File: config.mk
export PLATFORM = sky130hd
export DESIGN_NAME = vmem_wb_latch
export DESIGN_NICKNAME = d
export VERILOG_FILES = /design/src/vmem_types_pkg.sv /design/src/vmem_pipe_pkg.sv /design/src/vmem_wb_latch.sv
export SDC_FILE = /design/constraint.sdc
export NUM_CORES = 1
export LEC_CHECK = 0
export ABC_CLOCK_PERIOD_IN_PS = 1300
export BUFFER_PORTS_ARGS = -buffer_cell sky130_fd_sc_hd__buf_2
export CORE_AREA = 2 2 151 153
export CTS_BUF_LIST = sky130_fd_sc_hd__clkbuf_16
export CTS_CLUSTER_SIZE = 16
export DETAILED_ROUTE_END_ITERATION = 10
export DIE_AREA = 0 0 153 155
export PLACE_DENSITY = 0.45
export SLEW_MARGIN = 20
export SYNTH_ARGS = -nofsm -noshare
export SYNTH_HDL_FRONTEND = slang
export SYNTH_SLANG_ARGS = --single-unit
File: constraint.sdc
create_clock -name CLK -period 1.3 [get_ports CLK]
set_clock_uncertainty 0.05 [all_clocks]
set_input_delay 0.26 -clock CLK [delete_from_list [all_inputs] [get_ports CLK]]
set_output_delay 0.26 -clock CLK [all_outputs]
set_load 0.05 [all_outputs]
File: src/vmem_types_pkg.sv
`default_nettype none

package vmem_types_pkg;

  // Vector register length in bytes
  localparam int unsigned VLENB = 8;

  // Element width codes, same encoding as vtype.vsew
  typedef enum logic [1:0] {
    SEW8  = 2'd0,
    SEW16 = 2'd1,
    SEW32 = 2'd2
  } sew_t;

  // Register grouping codes
  typedef enum logic [2:0] {
    LMUL_1  = 3'b000,
    LMUL_2  = 3'b001,
    LMUL_4  = 3'b010,
    LMUL_8  = 3'b011,
    LMUL_F8 = 3'b101,
    LMUL_F4 = 3'b110,
    LMUL_F2 = 3'b111
  } vlmul_t;

  // Low bits of vtype, upper bits read as zero
  typedef struct packed {
    sew_t   sew;
    vlmul_t vlmul;
  } vtype_t;

endpackage

`default_nettype wire

File: src/vmem_pipe_pkg.sv
`default_nettype none

package vmem_pipe_pkg;

  // Instruction class seen by the memory stage
  typedef enum logic [1:0] {
    VOP_ALU    = 2'd0,
    VOP_LOAD   = 2'd1,
    VOP_STORE  = 2'd2,
    VOP_CONFIG = 2'd3
  } vop_t;

  // Execute to memory latch contents
  typedef struct packed {
    vop_t                  op;
    vmem_types_pkg::sew_t  eew;
    // Lane addresses for loads and stores
    logic [31:0]           result0;
    logic [31:0]           result1;
    logic [31:0]           storedata0;
    logic [31:0]           storedata1;
    logic [1:0]            wen;
    logic [4:0]            vd;
    logic [31:0]           next_vl;
    vmem_types_pkg::vtype_t next_vtype;
  } ex_mem_t;

  // Memory to writeback latch contents
  typedef struct packed {
    logic                   valid;
    logic [31:0]            wdat0;
    logic [31:0]            wdat1;
    logic [1:0]             wen;
    logic [4:0]             vd;
    vmem_types_pkg::sew_t   sew;
    vmem_types_pkg::vlmul_t lmul;
    logic [31:0]            vl;
  } mem_wb_t;

  // Data memory request, word addressed
  typedef struct packed {
    logic        ren;
    logic        wen;
    logic [29:0] addr;
    logic [3:0]  byte_ena;
    logic [31:0] wdata;
  } dmem_req_t;

endpackage

`default_nettype wire

File: src/vmem_wb_latch.sv
`timescale 1ns/100ps
`default_nettype none

module vmem_wb_latch (
  input  logic                    CLK,
  input  logic                    nRST,
  input  logic                    flush,
  input  logic                    ex_valid,
  input  vmem_pipe_pkg::ex_mem_t  ex_in,
  input  logic                    wb_load,
  input  logic [31:0]             ldata0,
  input  logic [31:0]             ldata1,
  input  logic [1:0]              mem_wen,
  input  logic [31:0]             vl,
  input  vmem_types_pkg::vtype_t  vtype,
  output vmem_pipe_pkg::mem_wb_t  wb_out
);

  logic        pass_take;
  logic        mem_take;
  logic        valid_q;
  logic [1:0]  wen_q;
  logic [31:0] wdat0_q;
  logic [31:0] wdat1_q;
  logic [4:0]  vd_q;
  logic [4:0]  mem_vd;

  // ALU and config results go straight through
  assign pass_take = ex_valid && (ex_in.op == vmem_pipe_pkg::VOP_ALU ||
                                  ex_in.op == vmem_pipe_pkg::VOP_CONFIG);
  assign mem_take  = ex_valid && (ex_in.op == vmem_pipe_pkg::VOP_LOAD ||
                                  ex_in.op == vmem_pipe_pkg::VOP_STORE);

  always_ff @(posedge CLK, negedge nRST) begin
    if (!nRST) begin
      valid_q <= 1'b0;
      wen_q   <= 2'b00;
    end else if (flush) begin
      valid_q <= 1'b0;
      wen_q   <= 2'b00;
    end else if (wb_load) begin
      valid_q <= 1'b1;
      wen_q   <= mem_wen;
    end else if (pass_take) begin
      valid_q <= 1'b1;
      wen_q   <= ex_in.wen;
    end else begin
      valid_q <= 1'b0;
      wen_q   <= 2'b00;
    end
  end

  always_ff @(posedge CLK) begin
    // Destination of the memory op in flight
    if (mem_take) begin
      mem_vd <= ex_in.vd;
    end
    if (wb_load) begin
      wdat0_q <= ldata0;
      wdat1_q <= ldata1;
      vd_q    <= mem_vd;
    end else if (pass_take) begin
      wdat0_q <= ex_in.result0;
      wdat1_q <= ex_in.result1;
      vd_q    <= ex_in.vd;
    end
  end

  // CSR fields follow the live registers
  always_comb begin
    wb_out.valid = valid_q;
    wb_out.wdat0 = wdat0_q;
    wb_out.wdat1 = wdat1_q;
    wb_out.wen   = wen_q;
    wb_out.vd    = vd_q;
    wb_out.sew   = vtype.sew;
    wb_out.lmul  = vtype.vlmul;
    wb_out.vl    = vl;
  end

endmodule

`default_nettype wire

==> results of run 1 <==
[final timing paths]
kind	cells after the start	end	slack (ns)
max in group asynchronous	2	wen_q[0]	0.89
worst min-delay path	1	mem_vd[2]	0.07
worst min register to register	1	vd_q[0]	0.50
min in group asynchronous	2	valid_q	0.21
worst max register to register	1	vd_q[2]	0.38
worst max-delay path	1	wb_out[83]	0.05
[what timing repair did]
action	4_1_cts	5_1_grt
buffers inserted	0	0
setup endpoints to repair	4	4
resized for setup	5	6
endpoints found under the hold margin	3	0
hold buffers	1	0
[logic make-up (layout without fill, tap and decap cells)]
kind of cell | Yosys count | in the layout | share of synthesized area
DFF | 77 | 77 | 0.598
xor gates and xnor gates | 1 | 1 | 0.00228
buffers and inverters | 48 | 241 | 0.114
muxes | 69 | 69 | 0.269
and+or+nand+nor | 5 | 5 | 0.0101
AOI/OAI and AO/OA | 4 | 4 | 0.00716
[metrics by stage]
stage | worst slack (ns) | setup TNS (ns)
2_1_floorplan | -0.699 | -48.25
3_3_place_gp | -0.168 | -11.72
3_5_place_dp | -0.166 | -13.00
4_1_cts | 0.00363 | 0
5_1_grt | 0.000613 | 0
6_report | 0.0507 | 0
[layout make-up]
class,count,share of cell area
Tap cell,285,0.0674
Inverter,2,0.00142
Multi-Input combinational cell,79,0.215
Timing Repair Buffer,223,0.232
Clock inverter,7,0.00780
Clock buffer,9,0.0426
Sequential cell,77,0.434
[power by group through the flow]
stage / Clock (uW) / Combinational, uW / Sequential (uW)
2_1_floorplan: 0 / 767 / 4210
3_3_place_gp: 0 / 2040 / 3200
3_5_place_dp: 0 / 2050 / 3200
4_1_cts: 2420 / 2070 / 3150
5_1_grt: 2530 / 2140 / 3180
6_report: 2280 / 2050 / 3150
[flip-flops by register name (all words and copies together), names as in the netlist]
register / cells
valid_q: 1
wen_q: 2
vd_q: 5
mem_vd: 5
wdat1_q: 32
wdat0_q: 32
[per-layer routing]
layer / wire (microns) / vias to the layer above / share of wire
met3: 977 / 19 / 0.10
li1: - / 1102 / -
met1: 3570 / 1085 / 0.38
met5: 0 / - / 0
met4: 179 / 0 / 0.019
met2: 4600 / 149 / 0.49
[synthesized netlist by cell type, drive strengths merged]
cell     number  share of area
o22ai         2         0.0033
dfrtp         3          0.020
mux2         69           0.27
buf          46           0.11
inv           2         0.0020
o31ai         1         0.0020
and2          1         0.0016
nand4bb       2         0.0059
nand2         1        0.00098
o21bai        1         0.0020
nand2b        1         0.0016
xor2          1         0.0023
edfxtp       74           0.58
==> out/qor.yml, run 1 <==
numCtsBuffers: 9
layout_common_cells: "buf_2 (206), edfxtp_1 (74), mux2_4 (68), clkbuf_16 (9), buf_4 (8)"
die-area_sq_um: 23700
pin_count: 393
seq_area_frac_synth: 0.598
core-area_sq_um: 22200
p_per_area_nw_per_um2: 1410
status: "finished clean"
via_per_inst: 3.45
vias: 2355
grt_max_degree: 40
cts_sinks: 77
drtPass1Iterations: 4
power_frac_comb: 0.274
worstPathRequired_ns: 0.99
wl_per_cell_microns: 13.7
dp_cells: 665
cp_cell_sequence: "buf_2"
cpMaxStageDelayCell: "edfxtp_1"
fp-row-count: 55
layout_commonest_cell: "buf_2"
arrival_ns: 0.94
hold_slack_ns: 0.0741
critPathMaxFanout: 1
tightestPinTransition_ns: 0.320
die_y_microns: 155
critPathLaunch: "wdat0_q[7]"
area_delta_synth_final_pct: 37.7
nFillCells: 2338
hold_viol: 0
fin_area_sq_um: 5290
clock.fmax_mhz: 800
clk_pin_slew_worst_paths_ns: 0.06
relSlewSlack: 0.787
switchingPower_uw: 2460
r2r_start: "mem_vd[2]"
die-width_microns: 153
cts_max_path_buffers: 2
grt.met1_usage: 0.0844
max-cap-violations: 0
drc: 0
multi_input_area_sq_um: 1140
grt.met2_usage: 0.129
grt_pass1_vias: 2527
path_buf_inv: 1
final_util: 0.238
cts_tree: "yes"
grt_pass1_wl_mm: 13.9
h-tree-depth: 3
ys_warn_count: 0
slew_violations: 0
drt-total-wl_mm: 9.33
finalPower_uw: 7480
seqPwrFrac: 0.421
drive_gt1_frac: 0.773
leakage_uw: 0.00242
grt_antenna_before_repair: 0
first_iter_violations: 88
grtUsageTotal: 0.0775
synth_cell_types: 17
clk_latency_ns: 0.33
met3_usage: 0.0351
layout_min_cycle_time_ns: 1.25
rsz0062_at_grt: "no"
n_antenna_cell: 0
postPlaceCellArea_sq_um: 4990
ant_nets: 0
hp-class: "input port to register"
worstSetupStartpointType: "register"
path_class: "register to output pin"
critPathCaptureType: "output pin"
switching_share: 0.330
min_from: "ex_in[39]"
start_util: 0.173
ir_drop_uv: 463
synthCells: 204
routabilityCongestion: 0.798
synth_seq_cells: 77
finalSetupViolations: 0
hpwl_mm: 7.26
syn_nets: 488
fin_crit_sh: 0.961
synth_area_per_cell_sq_um: 18.8
clockRootBuffer: "clkbuf_16"
max_stage_delay_ns: 0.33
critPathTopFamily: "flip-flops"
top_usage_layer: "met2"
ff_latch_area_sq_um: 2300
grt_overflow: 0
syn_area_sq_um: 3840
fin_cells: 682
io_buffers: 215
fin_nets: 676
p_int_uw: 5010
p_clk_frac: 0.305
(Power assumes the default switching activity.)
==> run 2: changes to the inputs <==
Settings changed: BUFFER_PORTS_ARGS -buffer_cell sky130_fd_sc_hd__buf_2 to default, CORE_AREA 2 2 151 153 to 2 2 152 154, DIE_AREA 0 0 153 155 to 0 0 154 156, DONT_BUFFER_PORTS from default to 1, PLACE_DENSITY 0.45 to 0.3, RECOVER_POWER from default to 25.
==> run 2 against run 1 <==
The flow now finishes with violations (setup timing); design area fell by 21%; global-route usage decreased by 1.1 points; sequential share of layout area increased by 11 points; hold slack got worse by 0.046 ns; critical path depth down 1; final cell count shrank 28%; first-iteration DRC count decreased by 19%; flip-flop and latch count did not move; clock-buffer cell count unchanged; die area increased by 1.3%; utilization is 5.0 points lower; critical path type unchanged; critical endpoint is now wb_out[98]; largest cell class unchanged.
==> out/qor.yml, run 2 (synthesis results as in run 1) <==
fin_cells: 488  # -28%
routabilityCongestion: 0.609  # -24%
drt-total-wl_mm: 8.42  # -9.7%
multi_input_area_sq_um: 953  # -16%
grtUsageTotal: 0.0669  # -0.0106
r2r_start: "mem_vd[2]"
rsz0062_at_grt: "yes"
clk_latency_ns: 0.34  # about the same
die-width_microns: 154  # +0.65%
first_iter_violations: 71  # -19%
arrival_ns: 1.00  # +0.06 ns
dp_cells: 466  # -30%
reg_top3: "wdat0_q: 32 flops, wdat1_q: 32 flops"
wl_per_cell_microns: 17.3  # +26%
hold_path_depth: 1  # unchanged
whs_endpoint: "wen_q[0]"
reg2reg_to: "vd_q[2]"
p_per_area_nw_per_um2: 1770  # +25%
met3_usage: 0.0300  # -0.00510
h-tree-depth: 3  # unchanged
grt.met2_usage: 0.101  # -0.0280
path_class: "register to output pin"
grt.met1_usage: 0.0751  # -0.00925
hpwl_mm: 5.81  # -20%
area_delta_synth_final_pct: 9.41
grt_pass1_vias: 1836  # -27%
relSlewSlack: 0.678  # -0.109
grt_pass1_wl_mm: 11.6  # -16%
layout_common_cells: "edfxtp_1 (74), mux2_1 (49), mux2_4 (19), buf_4 (19), clkbuf_16 (9)"
vias: 1676  # -29%
top_usage_layer: "met2"
final_util: 0.188  # -0.0501
violations: "setup timing"
via_per_inst: 3.43  # -0.54%
die_y_microns: 156  # +0.65%
clock.fmax_mhz: 763  # -4.6%
drtPass1Iterations: 4  # unchanged
leakage_uw: 0.00148  # -39%
cts_sinks: 77  # unchanged
critPathLaunch: "wdat0_q[22]"
grt_max_degree: 75  # +88%
tightestPinTransition_ns: 0.484  # +0.164 ns
grt_antenna_before_repair: 0  # unchanged
drc: 0  # unchanged
cts_max_path_buffers: 2  # unchanged
fin_nets: 482  # -29%
max-cap-violations: 0  # unchanged
hold_viol: 0  # unchanged
layout_commonest_cell: "edfxtp_1"
ir_drop_uv: 430  # -7.1%
setup_tns_ns: -0.0148  # -0.0148 ns
ff_latch_area_sq_um: 2300  # unchanged
critPathMaxFanout: 1  # unchanged
layout_min_cycle_time_ns: 1.31  # +0.0606 ns
worstSetupStartpointType: "register"
finalPower_uw: 7430  # -0.65%
io_buffers: 0  # -100%
rrSetupSlack_ns: 0.38  # about the same
start_util: 0.172  # -0.00106
clockRootBuffer: "clkbuf_16"
critPathCaptureType: "output pin"
pre_cts_ws_ns: -0.00686  # +0.160 ns
worst_slack_ns: -0.00989  # -0.0606 ns
slew_violations: 0  # unchanged
status: "finished, violations left"
finalSetupViolations: 4  # +4
fp-row-count: 55  # unchanged
die-area_sq_um: 24000  # +1.3%
min_from: "flush"
clk_pin_slew_worst_paths_ns: 0.07  # about the same
r2r_cells: 1  # unchanged
nFillCells: 2388  # +2.1%
n_antenna_cell: 0  # unchanged
fin_crit_sh: 1.01  # +0.0466
cts_tree: "yes"
hp-class: "input port to register"
numCtsBuffers: 9  # unchanged
worstPathRequired_ns: 0.99  # about the same
ant_nets: 0  # unchanged
grt_overflow: 0  # unchanged
drive_gt1_frac: 0.291  # -0.483
core-area_sq_um: 22400  # +0.62%
pin_count: 393  # unchanged
-- run 2: cell types whose count changed in the layout (fill, tap and decap cells not counted) --
cell and delta:
buf_12 -2, buf_2 -206, buf_4 +11, bufinv_16 +2, clkbuf_4 -2, clkinv_1 -1
clkinv_2 -2, dlygate4sd3_1 +5, inv_1 +1, mux2_1 +49, mux2_4 -49
-- run 2: metrics by stage --
| stage | hold WS [ns] | instance area (sq um) |
|---|---|---|
| after global placement | -0.0854 | 4010 |
| after CTS | 0.0146 | 4390 |
| after floorplan | -0.0856 | 3870 |
| final | 0.0277 | 4210 |
| after global routing | 0.0210 | 4210 |
| after detailed placement | -0.0854 | 4010 |
-- run 2: worst max path at each step --
stage | to | slack, ns | cells past startpoint
after floorplan | vd_q[0] | -0.70 | 2
after detailed placement | wdat1_q[29] | -0.007 | 3
after global placement | wdat1_q[29] | -0.02 | 3
final | wb_out[98] | -0.01 | 0
after global routing | wb_out[98] | -0.05 | 0
after CTS | wb_out[85] | -0.03 | 0
-- run 2: what timing repair did --
action	in CTS	in global routing
buffers inserted	0	0
hold endpoints to repair	8	0
gates resized for setup	0	1
hold buffers	6	0
endpoints found under the setup margin	43	49
-- run 2: power breakdown --
group          internal (uW)  leakage [uW]  total (uW)  switching (uW)
clock                   1680      0.000155        2750            1070
sequential              3100      0.000775        3950             855
combinational            299      0.000548         730             430
-- run 2: area by class of cell --
| cell class | count | share of cell area |
|---|---|---|
| Clock inverter | 7 | 0.0217 |
| Clock buffer | 9 | 0.0536 |
| Multi-Input combinational cell | 79 | 0.227 |
| Inverter | 2 | 0.00179 |
| Sequential cell | 77 | 0.546 |
| Tap cell | 285 | 0.0848 |
| Timing Repair Buffer | 29 | 0.0652 |
-- run 2: layer usage --
metal  part of all wire  vias to the layer above
met5                  0                        -
met4              0.034                        0
met3               0.10                       29
met2               0.47                      139
met1               0.40                      795
li1                   -                      713
